## src/logic/spuPkg.sv

```systemverilog
`default_nettype none

package spuPkg;

	// ********************
	// Sample path types
	// ********************

	// Decoded audio sample
	typedef logic signed [15:0] sample_t;

	// Voice channel number
	typedef logic [4:0] channel_t;

	// Position between old and new sample, 0 to 255
	typedef logic [7:0] frac_t;

	// Q15 tap weight, always positive
	typedef logic [15:0] weight_t;

	// Tap order as stepped by the interpolator
	typedef enum logic [1:0] {
		New    = 2'd0,
		Old    = 2'd1,
		Older  = 2'd2,
		Oldest = 2'd3
	} tapSel_t;

	// Four most recent samples of one channel
	typedef struct packed {
		sample_t newest;
		sample_t old;
		sample_t older;
		sample_t oldest;
	} history_t;

	// Voice count used when the top level does not override it
	localparam int DefaultChannels = 24;

endpackage

`default_nettype wire
```

## src/logic/tapBus.sv

```systemverilog
`timescale 1ns/100ps
`default_nettype none

// ********************
// One interpolation job
// ********************
interface tapBus;

	// Single-cycle start strobe
	logic              go;

	// Job payload, valid while go is high
	spuPkg::channel_t  channel;
	spuPkg::frac_t     frac;
	spuPkg::history_t  taps;

	// Launch side
	modport sequencer (
		output go,
		output channel,
		output frac,
		output taps
	);

	// MAC side
	modport interpolator (
		input  go,
		input  channel,
		input  frac,
		input  taps
	);

endinterface

`default_nettype wire

```

## src/logic/spuVoiceTop.sv

```systemverilog
`timescale 1ns/100ps
`default_nettype none

module spuVoiceTop #(
	parameter int NumChannels = spuPkg::DefaultChannels
) (
	input  logic                i_clk,
	input  logic                i_rst,

	// Command side
	input  logic                i_cmdReq,
	input  spuPkg::channel_t    i_cmdChannel,
	input  spuPkg::frac_t       i_cmdFrac,
	input  logic                i_cmdPush,
	input  spuPkg::sample_t     i_cmdSample,
	output logic                o_cmdAck,

	// Interpolated answer
	output spuPkg::sample_t     o_outSample,
	output spuPkg::channel_t    o_outChannel
);

	// ********************
	// Internal nets
	// ********************

	// History push and lookup
	logic              wrEn;
	spuPkg::channel_t  wrChannel;
	spuPkg::sample_t   wrSample;
	spuPkg::channel_t  rdChannel;
	spuPkg::history_t  rdTaps;

	// Interpolator back to sequencer
	spuPkg::sample_t   resSample;
	spuPkg::channel_t  resChannel;
	logic              resValid;

	// Sequencer to interpolator job
	tapBus jobBus ();

	// Per-voice sample store
	sampleHistory #(
		.NumChannels (NumChannels)
	) u_history (
		.i_clk       (i_clk),
		.i_rst       (i_rst),
		.i_wrEn      (wrEn),
		.i_wrChannel (wrChannel),
		.i_wrSample  (wrSample),
		.i_rdChannel (rdChannel),
		.o_rdTaps    (rdTaps)
	);

	// Handshake and control
	voiceSequencer #(
		.NumChannels (NumChannels)
	) u_sequencer (
		.i_clk        (i_clk),
		.i_rst        (i_rst),
		.i_cmdReq     (i_cmdReq),
		.i_cmdChannel (i_cmdChannel),
		.i_cmdFrac    (i_cmdFrac),
		.i_cmdPush    (i_cmdPush),
		.i_cmdSample  (i_cmdSample),
		.o_cmdAck     (o_cmdAck),
		.o_wrEn       (wrEn),
		.o_wrChannel  (wrChannel),
		.o_wrSample   (wrSample),
		.o_rdChannel  (rdChannel),
		.i_rdTaps     (rdTaps),
		.job          (jobBus.sequencer),
		.i_resSample  (resSample),
		.i_resChannel (resChannel),
		.i_resValid   (resValid),
		.o_outSample  (o_outSample),
		.o_outChannel (o_outChannel)
	);

	// Four-tap MAC
	gaussInterpolator u_interp (
		.i_clk     (i_clk),
		.i_rst     (i_rst),
		.job       (jobBus.interpolator),
		.o_sample  (resSample),
		.o_channel (resChannel),
		.o_valid   (resValid)
	);

endmodule

`default_nettype wire

```

## src/logic/voiceSequencer.sv

```systemverilog
`timescale 1ns/100ps
`default_nettype none

module voiceSequencer #(
	parameter int NumChannels = spuPkg::DefaultChannels
) (
	input  logic                i_clk,
	input  logic                i_rst,

	// Four-phase command port
	input  logic                i_cmdReq,
	input  spuPkg::channel_t    i_cmdChannel,
	input  spuPkg::frac_t       i_cmdFrac,
	input  logic                i_cmdPush,
	input  spuPkg::sample_t     i_cmdSample,
	output logic                o_cmdAck,

	// History push
	output logic                o_wrEn,
	output spuPkg::channel_t    o_wrChannel,
	output spuPkg::sample_t     o_wrSample,

	// History lookup
	output spuPkg::channel_t    o_rdChannel,
	input  spuPkg::history_t    i_rdTaps,

	// Job launch
	tapBus.sequencer            job,

	// Interpolator result
	input  spuPkg::sample_t     i_resSample,
	input  spuPkg::channel_t    i_resChannel,
	input  logic                i_resValid,

	// Answer to the controller
	output spuPkg::sample_t     o_outSample,
	output spuPkg::channel_t    o_outChannel
);

	// ********************
	// Handshake FSM
	// ********************
	typedef enum logic [1:0] {
		Idle   = 2'd0,
		Launch = 2'd1,
		Wait   = 2'd2,
		Ack    = 2'd3
	} state_t;

	state_t            state;
	state_t            stateNext;

	// Latched command
	spuPkg::channel_t  cmdChannel;
	spuPkg::frac_t     cmdFrac;

	// New command only from Idle, where ack is already low
	logic              cmdTake;

	assign cmdTake = (state == Idle) && i_cmdReq;

	always_comb begin
		stateNext = state;
		case (state)
			Idle: begin
				if (i_cmdReq) begin
					stateNext = Launch;
				end
			end
			// History already holds the push from the last cycle
			Launch: begin
				stateNext = Wait;
			end
			Wait: begin
				if (i_resValid) begin
					stateNext = Ack;
				end
			end
			// Hold answer until the controller lets go
			Ack: begin
				if (!i_cmdReq) begin
					stateNext = Idle;
				end
			end
			default: begin
				stateNext = Idle;
			end
		endcase
	end

	always_ff @(posedge i_clk) begin
		if (i_rst) begin
			state <= Idle;
		end else begin
			state <= stateNext;
		end
	end

	// Command fields captured when the command is taken
	always_ff @(posedge i_clk) begin
		if (cmdTake) begin
			cmdChannel <= i_cmdChannel;
			cmdFrac    <= i_cmdFrac;
		end
	end

	// ********************
	// History and job
	// ********************

	// Push goes in the same cycle the command is taken
	// Pushes to voices that do not exist are dropped
	assign o_wrEn      = cmdTake && i_cmdPush && (i_cmdChannel < NumChannels);
	assign o_wrChannel = i_cmdChannel;
	assign o_wrSample  = i_cmdSample;

	assign o_rdChannel = cmdChannel;

	assign job.go      = (state == Launch);
	assign job.channel = cmdChannel;
	assign job.frac    = cmdFrac;
	assign job.taps    = i_rdTaps;

	// ********************
	// Result hold
	// ********************
	always_ff @(posedge i_clk) begin
		if ((state == Wait) && i_resValid) begin
			o_outSample  <= i_resSample;
			o_outChannel <= i_resChannel;
		end
	end

	assign o_cmdAck = (state == Ack);

	// Controller keeps req up until it sees ack
	assert property (@(posedge i_clk) disable iff (i_rst)
		$rose(o_cmdAck) |-> $past(i_cmdReq))
		else $error("voiceSequencer: ack rose while req was low");

endmodule

`default_nettype wire

```

## src/logic/gaussInterpolator.sv

```systemverilog
`timescale 1ns/100ps
`default_nettype none

module gaussInterpolator (
	input  logic                i_clk,
	input  logic                i_rst,

	// Job from the sequencer
	tapBus.interpolator         job,

	// Result, held until the next job
	output spuPkg::sample_t     o_sample,
	output spuPkg::channel_t    o_channel,
	output logic                o_valid
);

	// Counter value once all four taps are in
	localparam logic [2:0] StepDone = 3'd5;

	// ********************
	// Job capture
	// ********************
	spuPkg::history_t  tapsReg;
	spuPkg::channel_t  chanReg;
	spuPkg::frac_t     fracReg;

	// 0 idle after reset, 1 to 4 accumulating, 5 done
	logic [2:0]        stepCnt;

	// Weight request, selector and fraction
	spuPkg::tapSel_t   tapSel;
	spuPkg::tapSel_t   tapDly;
	spuPkg::frac_t     weightFrac;
	spuPkg::weight_t   weight;

	// MAC datapath
	spuPkg::sample_t   curSample;
	logic signed [32:0] product;
	logic signed [32:0] scaled;
	logic signed [17:0] acc;
	logic              accumulating;

	// New tap is requested during go itself so its weight is ready next cycle
	assign tapSel     = job.go ? spuPkg::New : spuPkg::tapSel_t'(stepCnt[1:0]);
	assign weightFrac = job.go ? job.frac : fracReg;

	// Weight comes back one cycle after the request
	splineWeightGen u_weightGen (
		.i_clk    (i_clk),
		.i_tap    (tapSel),
		.i_frac   (weightFrac),
		.o_weight (weight)
	);

	// ********************
	// Sample and weight alignment
	// ********************

	// Selector follows the weight ROM by one cycle
	always_ff @(posedge i_clk) begin
		tapDly <= tapSel;
	end

	always_comb begin
		case (tapDly)
			spuPkg::New:    curSample = tapsReg.newest;
			spuPkg::Old:    curSample = tapsReg.old;
			spuPkg::Older:  curSample = tapsReg.older;
			default:        curSample = tapsReg.oldest;
		endcase
	end

	// Weight is positive, so zero-extend before the signed multiply
	assign product = curSample * $signed({1'b0, weight});
	assign scaled  = product >>> 15;

	assign accumulating = (stepCnt != 3'd0) && (stepCnt != StepDone);

	// ********************
	// Step counter
	// ********************
	always_ff @(posedge i_clk) begin
		if (i_rst) begin
			stepCnt <= 3'd0;
		end else if (job.go) begin
			stepCnt <= 3'd1;
		end else if (accumulating) begin
			stepCnt <= stepCnt + 3'd1;
		end
	end

	// Capture on go, then sum four products, no clamping
	always_ff @(posedge i_clk) begin
		if (job.go) begin
			tapsReg <= job.taps;
			chanReg <= job.channel;
			fracReg <= job.frac;
			acc     <= '0;
		end else if (accumulating) begin
			acc <= acc + scaled[17:0];
		end
	end

	assign o_sample  = acc[15:0];
	assign o_channel = chanReg;
	assign o_valid   = (stepCnt == StepDone);

	// A new job must not cut into one still summing
	assert property (@(posedge i_clk) disable iff (i_rst)
		job.go |-> !accumulating)
		else $error("gaussInterpolator: go while step %0d still accumulating", stepCnt);

endmodule

`default_nettype wire

```

## src/logic/splineWeightGen.sv

```systemverilog
`timescale 1ns/100ps
`default_nettype none

module splineWeightGen (
	input  logic              i_clk,

	// Which tap and where between samples
	input  spuPkg::tapSel_t   i_tap,
	input  spuPkg::frac_t     i_frac,

	// Weight for the request of the previous cycle
	output spuPkg::weight_t   o_weight
);

	// ********************
	// Powers of f
	// ********************

	// All terms scaled by 256^3, so 32 bits unsigned is enough
	logic [31:0] fVal;
	logic [31:0] gVal;
	logic [31:0] fSq;
	logic [31:0] fCube;
	logic [31:0] gCube;

	// Polynomial for the selected tap
	logic [31:0] poly;

	// Complement distance, 256 - f
	assign fVal  = {24'd0, i_frac};
	assign gVal  = 32'd256 - fVal;
	assign fSq   = fVal * fVal;
	assign fCube = fSq * fVal;
	assign gCube = gVal * gVal * gVal;

	// ********************
	// Cubic B-spline terms
	// ********************
	always_comb begin
		case (i_tap)
			// Rises from zero as f grows
			spuPkg::New: begin
				poly = fCube;
			end
			// Peak side nearest the new sample
			spuPkg::Old: begin
				poly = 32'd16777216 + 32'd196608 * fVal + 32'd768 * fSq - 32'd3 * fCube;
			end
			// Peak side nearest the oldest sample
			spuPkg::Older: begin
				poly = 32'd67108864 + 32'd3 * fCube - 32'd1536 * fSq;
			end
			// Mirror of the New term
			spuPkg::Oldest: begin
				poly = gCube;
			end
			default: begin
				poly = '0;
			end
		endcase
	end

	// ********************
	// Scale to Q15 and register
	// ********************

	// Four terms sum to 3 * 2^25, divide by 3072 to land on 2^15
	// Integer divide gives the floor, terms never go negative
	always_ff @(posedge i_clk) begin
		o_weight <= spuPkg::weight_t'(poly / 32'd3072);
	end

endmodule

`default_nettype wire

```

## src/logic/sampleHistory.sv

```systemverilog
`timescale 1ns/100ps
`default_nettype none

module sampleHistory #(
	parameter int NumChannels = spuPkg::DefaultChannels
) (
	input  logic               i_clk,
	input  logic               i_rst,

	// Push port
	input  logic               i_wrEn,
	input  spuPkg::channel_t   i_wrChannel,
	input  spuPkg::sample_t    i_wrSample,

	// Lookup port
	input  spuPkg::channel_t   i_rdChannel,
	output spuPkg::history_t   o_rdTaps
);

	// ********************
	// Storage
	// ********************

	// One four-deep history per voice
	spuPkg::history_t histMem [NumChannels];

	// Current contents of the channel being pushed
	spuPkg::history_t wrCur;

	// Range checks, channel field is wider than the voice count
	logic wrInRange;
	logic rdInRange;

	assign wrInRange = (i_wrChannel < NumChannels);
	assign rdInRange = (i_rdChannel < NumChannels);

	assign wrCur = wrInRange ? histMem[i_wrChannel] : '0;

	// ********************
	// Shift on push
	// ********************
	always_ff @(posedge i_clk) begin
		if (i_rst) begin
			// Every voice starts silent
			for (int i = 0; i < NumChannels; i++) begin
				histMem[i] <= '0;
			end
		end else if (i_wrEn && wrInRange) begin
			// Everything moves one slot older
			histMem[i_wrChannel].oldest <= wrCur.older;
			histMem[i_wrChannel].older  <= wrCur.old;
			histMem[i_wrChannel].old    <= wrCur.newest;
			// Fresh sample lands in newest
			histMem[i_wrChannel].newest <= i_wrSample;
		end
	end

	// ********************
	// Combinational read
	// ********************

	// Out of range voices read as silence
	assign o_rdTaps = rdInRange ? histMem[i_rdChannel] : '0;

	// Sequencer must never push to a voice that does not exist
	assert property (@(posedge i_clk) disable iff (i_rst)
		i_wrEn |-> (i_wrChannel < NumChannels))
		else $error("sampleHistory: push to channel %0d beyond %0d voices",
			i_wrChannel, NumChannels);

endmodule

`default_nettype wire

```

## config.mk

```make
export PLATFORM = sky130hd
export DESIGN_NAME = spuVoiceTop
export DESIGN_NICKNAME = d
export VERILOG_FILES = /design/src/logic/spuPkg.sv /design/src/logic/tapBus.sv /design/src/logic/spuVoiceTop.sv /design/src/logic/voiceSequencer.sv /design/src/logic/gaussInterpolator.sv /design/src/logic/splineWeightGen.sv /design/src/logic/sampleHistory.sv
export SDC_FILE = /design/constraint.sdc
export NUM_CORES = 2
export LEC_CHECK = 0
export BUFFER_PORTS_ARGS = -buffer_cell sky130_fd_sc_hd__clkbuf_2
export CORE_MARGIN = 4
export CORE_UTILIZATION = 37
export CTS_BUF_LIST = sky130_fd_sc_hd__clkbuf_4
export DETAILED_ROUTE_END_ITERATION = 10
export GPL_TIMING_DRIVEN = 0
export PLACE_DENSITY_LB_ADDON = 0.25
export SETUP_SLACK_MARGIN = 0.05
export SYNTH_ARGS = -nofsm -noshare
export SYNTH_HDL_FRONTEND = slang
export SYNTH_SLANG_ARGS = --single-unit
```

## constraint.sdc

```tcl
create_clock -name i_clk -period 23.7 [get_ports i_clk]
set_clock_uncertainty 0.2 [all_clocks]
set_input_delay 2.37 -clock i_clk [delete_from_list [all_inputs] [get_ports i_clk]]
set_output_delay 2.37 -clock i_clk [all_outputs]
set_load 0.01 [all_outputs]
```

-- Yosys cells after proc, flatten, opt, wreduce, memory -nomap -nowiden
Memory sizes are Yosys's and may differ from the RTL's. A register that Yosys moved wholly into a read port is not among the register bits.
Index checks and enable logic that the tools add are counted.
- register bits: 88
- latch bits: 0
- bits in writable memories: 1536
- bits in read-only memories: 0
- output and inout port bits: 22
- memories kept: 1
- $add $sub $neg: 8
- multipliers: 9
- div/mod/pow operators: 1
- magnitude comparators: 2
- equal/unequal tests: 13
- shifts and indexed selects: 0
- muxes and demuxes: 19
- bitwise gates (word level): 0
- reductions and logical operators: 15
- memories (name ; words ; width ; read ports ; clocked after memory_dff ; wr ports ; RTL line ; RTL):
    u_history.histMem ; 24 ; 64 ; 2 ; 1 ; 24 ; sampleHistory.sv:25 ; spuPkg::history_t histMem [NumChannels];
- operators with widths (operator ; number):
    two-way mux 64 bit ; 2
    one-hot mux 32 bit (4 select lines) ; 1
    multiplier 32 x 32 -> 32 bit ; 2
    OR reduction 64 bit ; 1
    one-hot mux 16 bit (3 select lines) ; 1
    multiplier 2 x 16 -> 18 bit, first input constant ; 2
    multiplier 16 x 17 -> 33 bit ; 1
    divider 32 x 12 -> 32 bit, second input constant ; 1
    subtractor 28 x 32 -> 32 bit ; 1
    subtractor 28 x 27 -> 29 bit ; 1
    adder 27 x 26 -> 28 bit ; 1
    adder 27 x 26 -> 28 bit, first input constant ; 1
    adder 25 x 26 -> 27 bit, first input constant ; 1
    multiplier 2 x 24 -> 26 bit, first input constant ; 1
    multiplier 16 x 8 -> 24 bit ; 1
    adder 18 bit ; 1
    multiplier 8 x 8 -> 16 bit ; 1
    == test 2 bit, second input constant ; 5
    < comparator 5 bit, second input constant ; 2
    multiplier 2 x 8 -> 10 bit, first input constant ; 1
    subtractor 9 x 8 -> 10 bit, first input constant ; 1
    two-way mux 1 bit ; 8
    two-way mux 2 bit ; 4
    two-way mux 8 bit ; 1
    15 further kinds ; 25

-- Depth between registers and ports, before layout
- depth after elaboration: 10
- gate-level depth with buffers: 83
- depth with buffers taken out: 77

-- Cells and area by module
Synthesis repeated with hierarchy kept, for this count alone.
- cells, all modules: 9393
- area total of the unflattened synthesis: 111370.6 um2
- by module, submodules not included (module ; times used ; cells an instance ; area an instance (um2) ; seq. area each (um2)):
    sampleHistory ; 1 ; 5538 ; 76799.9 ; 46124.2
    splineWeightGen ; 1 ; 2495 ; 20368.3 ; 320.3
    gaussInterpolator ; 1 ; 1216 ; 12330.6 ; 2652.5
    voiceSequencer ; 1 ; 144 ; 1871.8 ; 1061.0

-- Worst setup path before layout
Ideal clock, no wire load.
- path type: reg2reg
- start point: register u_sequencer.state[1]
- end point: register u_interp.u_weightGen.o_weight[0]
- setup time: 0.067 ns
- data arrival time: 19.964 ns
- slack: 3.469 ns
- stages on the path, launching flop included: 75
- path buffers: 5
- clock period less this slack: 20.231 ns
- path through: dfxtp_1 -> inv_1 -> ha_1 -> buf_4 -> clkbuf_1 -> mux2_2 -> inv_1 -> clkbuf_1 -> clkbuf_1 -> ha_1 -> nand4_1 -> xnor2_1 -> nor2_1 -> fa_1 -> inv_1 -> fa_1 -> inv_1 -> ha_1 -> (+39 left out) -> nand3b_2 -> or4_1 -> o2111ai_1 -> a21oi_1 -> a21o_1 -> and4bb_4 -> or2_1 -> buf_2 -> a311o_1 -> a32o_2 -> or2_1 -> o2111a_1 -> nor4_4 -> mux2_1 -> a311o_1 -> a2bb2oi_2 -> mux2_2 -> o21ai_2
- cells in the longest elaborated chain, start to end: 9
- ends and longest elaborated chain (item ; RTL line ; RTL):
    start: declaration ; voiceSequencer.sv:50 ; state_t state;
    start signal: assignment ; voiceSequencer.sv:93 ; state <= Idle;
    start signal: assignment ; voiceSequencer.sv:95 ; state <= stateNext;
    == test 2 x 1 -> 1 bit * ; voiceSequencer.sv:119 ; assign job.go = (state == Launch);
    two-way mux 8 bit * ; -- ;
    via u_interp.u_weightGen.i_frac[4] ; splineWeightGen.sv:9 ; input spuPkg::frac_t i_frac,
    multiplier 8 x 8 -> 16 bit ; splineWeightGen.sv:32 ; assign fSq = fVal * fVal;
    multiplier 16 x 8 -> 24 bit ; splineWeightGen.sv:33 ; assign fCube = fSq * fVal;
    multiplier 2 x 24 -> 26 bit ; splineWeightGen.sv:47, splineWeightGen.sv:51 ;
    adder 27 x 26 -> 28 bit ; splineWeightGen.sv:51 ; poly = 32'd67108864 + 32'd3 * fCube - 32'd1536 * fSq;
    subtractor 28 x 27 -> 29 bit ; splineWeightGen.sv:51 ;
    one-hot mux 32 bit (4 select lines) * ; splineWeightGen.sv:40 ; case (i_tap)
    divider 32 x 12 -> 32 bit * ; splineWeightGen.sv:70 ; o_weight <= spuPkg::weight_t'(poly / 32'd3072);
    end signal: assignment ; splineWeightGen.sv:70 ;
    end: declaration ; splineWeightGen.sv:12 ; output spuPkg::weight_t o_weight
Mark *: on every way through the listed nets, which the timed path passes. The rest lies on a longest branch.
A chain may end at the register's enable or synchronous reset.

-- Final worst setup path
Ends and elaborated chain as after synthesis.

==> results <==
- The number of buffers between clock root and the deepest sink is 4.
- The critical path arrival is 23,270 ps.
- The final number of max-transition violations is 64.
- The die footprint is 301,700 sq um.
- The highest fanout seen on the critical path is 27.
- The congestion estimate from routability-driven global placement came to 0.9420.
- The vertical die dimension is 549.3 um.
- The gate family responsible for the most delay along the worst path is adder cells.
- The final-stage net count is 10,238.
- Summing all non-filler instances in the final layout gives an area of 121,000 sq um.
- Static timing analysis puts the maximum clock frequency at 0.04496 GHz.
- In this run the horizontal extent of the chip is 549.3 um.
- The total half-perimeter wirelength after legalization and detailed placement is 275,400 um.
- The start point of the critical path is u_sequencer.state[1].
- The startpoint type of the worst setup path is a register.
- For the worst-skew pair, the clock arrives at the later sink with an insertion delay of 1470 ps.
- After synthesis, the share of flip-flops with an asynchronous set or reset is 0.
- The detailed-route wire length is 378,100 um.
- The count of cells along the worst hold path is 0.
- The worst register-to-register path has a depth of 68.
- The mapped cell area is 108,400 sq um.
- The number of antenna violations at the first check in global routing is 18.
- The final-report setup violation count is 0.
- The headroom to the max-slew limit is -0.1591.
- The max-cap check violation count is 7.
- The signed area change from the synthesized netlist to the final layout is 11.60%.
- The number of buffers created by CTS is 446.
- The startpoint identified for the worst register-to-register timing path is u_sequencer.state[1].
- The critical path is of the register to register type.
- In this run the worst hold path is classified as register to register.
- Ranked by instance count, the synthesized netlist is headed by 1,639 x sky130_fd_sc_hd__edfxtp_1, 1,442 x sky130_fd_sc_hd__nor2_1, 831 x sky130_fd_sc_hd__inv_1.
- The fraction of final layout cells sized beyond drive strength 1 is 0.1855.
- After clock tree synthesis, the clock-pin slew on the worst setup and hold paths is 60 ps.
- After layout, the minimum clock period comes to 22,240 ps.
- The detail route stage leaves a number of antenna-violating nets equal to 0.
- The maximum level of the CTS H-tree is 5.
- The cell sitting at the root of the clock tree is a sky130_fd_sc_hd__clkbuf_4.
- The iteration-0 DRC count of the detailed router is 9,678.
- The final reports fail on capacitance limit, slew limit.
- The cell taking the most area after synthesis is sky130_fd_sc_hd__edfxtp_1.
- The clock drives 1,686 sinks.
- The number of endpoints with negative hold slack in the final report is 0.
- The critical register-to-register path endpoint is u_interp.u_weightGen.o_weight[0].
- The required time of the worst setup path is 24,730 ps.
- The clock tree from TritonCTS is done.
- During synthesis, Yosys emitted a total of 0 warnings.
- The cell repeated most along the worst path is sky130_fd_sc_hd__fa_1.
- The layout has 27,647 filler cells.
- The number of remaining DRC errors is 0.
- The global-route usage over all layers is 0.2474.
- The via count of the first global-routing pass is 79,417.
- The total I/O pin count is 55.
- The total overflow left after global routing is 0.
- Before antenna repair, the detailed router went through 8 iterations.
- The largest net degree at the start of global routing is 45.
- The kind of capture point of the worst setup path is a register.
- The final route contains 77,809 vias.
- For the pin with the worst max-slew slack, the measured transition is 1739 ps.
- Counting distinct cell types in the post-synthesis netlist gives 100.
- After clock tree synthesis, the flow added hold-fix buffers numbering 0.
- On the worst path, the slowest cell contributes a delay of 690 ps.
- For this run, the leading register cell type out of synthesis is sky130_fd_sc_hd__edfxtp_1.
- Setup repair after global routing left no endpoint under its margin.
- Port buffering added 54 buffers.
- By area the synthesized netlist is led by sky130_fd_sc_hd__edfxtp_1 45%, sky130_fd_sc_hd__mux4_2 16%, sky130_fd_sc_hd__fa_1 8.5%.
- The path with the worst hold slack has its endpoint at u_sequencer.o_outSample[15].
- In this run the post-CTS setup repair buffer count came out at 0.
- The launch point of the worst hold path is u_interp.acc[15].
- Summing all placed instances gives a cell area of 115,100 sq um.
- The run finished, with violations left.
- The cell count after synthesis is 8,625.
- The net count of the mapped netlist is 9,663.
- The placeable core region is 291,300 sq um.
- Setup total negative slack on the finished layout was measured at 0 ps.
- The share of synthesized area in the top cell type comes to 0.4540.
- After detailed routing, the average wire length per cell comes to 28.11 um.
- By instance count, the leading cell after synthesis is sky130_fd_sc_hd__edfxtp_1.
- For this run, the register share of the synthesized area comes to 0.4627.
- The highest-delay cell along the critical path is sky130_fd_sc_hd__clkinv_1.
- The share of the core filled with cells is 0.4153.
- After detailed routing, the number of vias per cell comes to 5.785.
- The number of buffer and inverter instances along the worst setup path is 14.
- The synthesized design contains 1,686 register bits.
- The initial core utilization is 0.3721.
- The number of synthesized flops with an enable pin is 1,639.
- Dividing the final minimum period by the clock period gives 0.9384.
- The first global-routing pass estimated 543,200 um of wire.
- The initialized floorplan defines 198 standard-cell rows.
- Averaged over all synthesized cells, the footprint is 12.57 sq um.
- The worst register-to-register path has a setup slack of 1460 ps.
==> registers in the layout (all words and copies together), names as in the netlist <==
| register | flops |
|---|---|
| u_history.histMem | 1536 |
| u_interp.tapsReg | 64 |
| u_interp.acc | 16 |
| u_interp.u_weightGen.o_weight | 16 |
| u_sequencer.o_outSample | 16 |
| u_interp.fracReg | 8 |
| u_sequencer.job.frac | 8 |
| u_interp.o_channel | 5 |
| u_sequencer.job.channel | 5 |
| u_sequencer.o_outChannel | 5 |
| u_interp.stepCnt | 3 |
| u_interp.tapDly | 2 |
| u_sequencer.state | 2 |
==> worst max-delay path by stage <==
| stage | cells after the start | end |
|---|---|---|
| CTS | 72 | u_interp.u_weightGen.o_weight[0] |
| global route | 71 | u_interp.u_weightGen.o_weight[0] |
| finish | 68 | u_interp.u_weightGen.o_weight[0] |
| detailed placement | 75 | u_interp.u_weightGen.o_weight[0] |
| global placement | 75 | u_interp.u_weightGen.o_weight[0] |
| floorplan | 74 | u_interp.u_weightGen.o_weight[0] |
==> cell type report <==
type | count | area, sq um | area share
Buffer | 654 | 2509 | 0.02074
Multi-Input combinational cell | 5443 | 53100 | 0.4389
Sequential cell | 1686 | 50160 | 0.4146
Inverter | 841 | 3157 | 0.02609
Clock buffer | 678 | 5090 | 0.04207
Timing Repair Buffer | 128 | 1389 | 0.01148
Clock inverter | 107 | 664.4 | 0.005492
Antenna cell | 14 | 35.03 | 0.0002896
Tap cell | 3900 | 4880 | 0.04033
==> per-layer routing <==
metal	vias to the layer above	wire (um)	global-route usage
met5	-	12	0
met2	4687	175800	0.3989
met1	39559	138000	0.3069
met3	1033	41370	0.06448
met4	2	22900	0.1283
li1	32528	-	-
==> per-stage QoR <==
stage,cells,worst slack (ps),hold WS [ps]
detailed placement,12650,-186.7,238.4
global placement,12579,-2717,235.2
global route,13444,58.18,275.7
finish,13451,1459,248.4
CTS,13434,809.9,253.1
floorplan,8625,3469,200.3
==> worst register-to-register path, delay by kind of cell, from the launching register on <==
kind	cells	cell delay, ps
simple gates	11	2350
xor+xnor	2	670
flops	1	350
fa+ha+maj	20	8570
buf+inv	14	4160
mux	3	1370
compound gates	18	4430
==> cell usage in the layout, fill, tap and decap left out, drive strengths merged, types with 165 or more instances in the layout <==
master / netlist / routed
mux4: 752 / 752
fa: 460 / 460
clkbuf: 559 / 1295
ha: 545 / 545
nand2: 465 / 465
edfxtp: 1639 / 1639
nor2: 1442 / 1442
and3: 395 / 395
inv: 833 / 843
a21oi: 174 / 174
buf: 96 / 165
==> what timing repair did <==
item	4_1_cts	5_1_grt
gates cloned	0	0
gates resized for setup	2	13
setup endpoints to repair	3	3
==> cells by family after synthesis <==
family,count (synthesis),share of synthesized area
xor+xnor,176,0.01422
flops,1686,0.4627
buf+inv,1496,0.05197
compound gates,758,0.04867
mux,842,0.1647
simple gates,2660,0.1098
fa+ha+maj,1007,0.1480
Power is not shown: default switching activity piles up to over one toggle a cycle in this logic, so the estimate is an artifact.
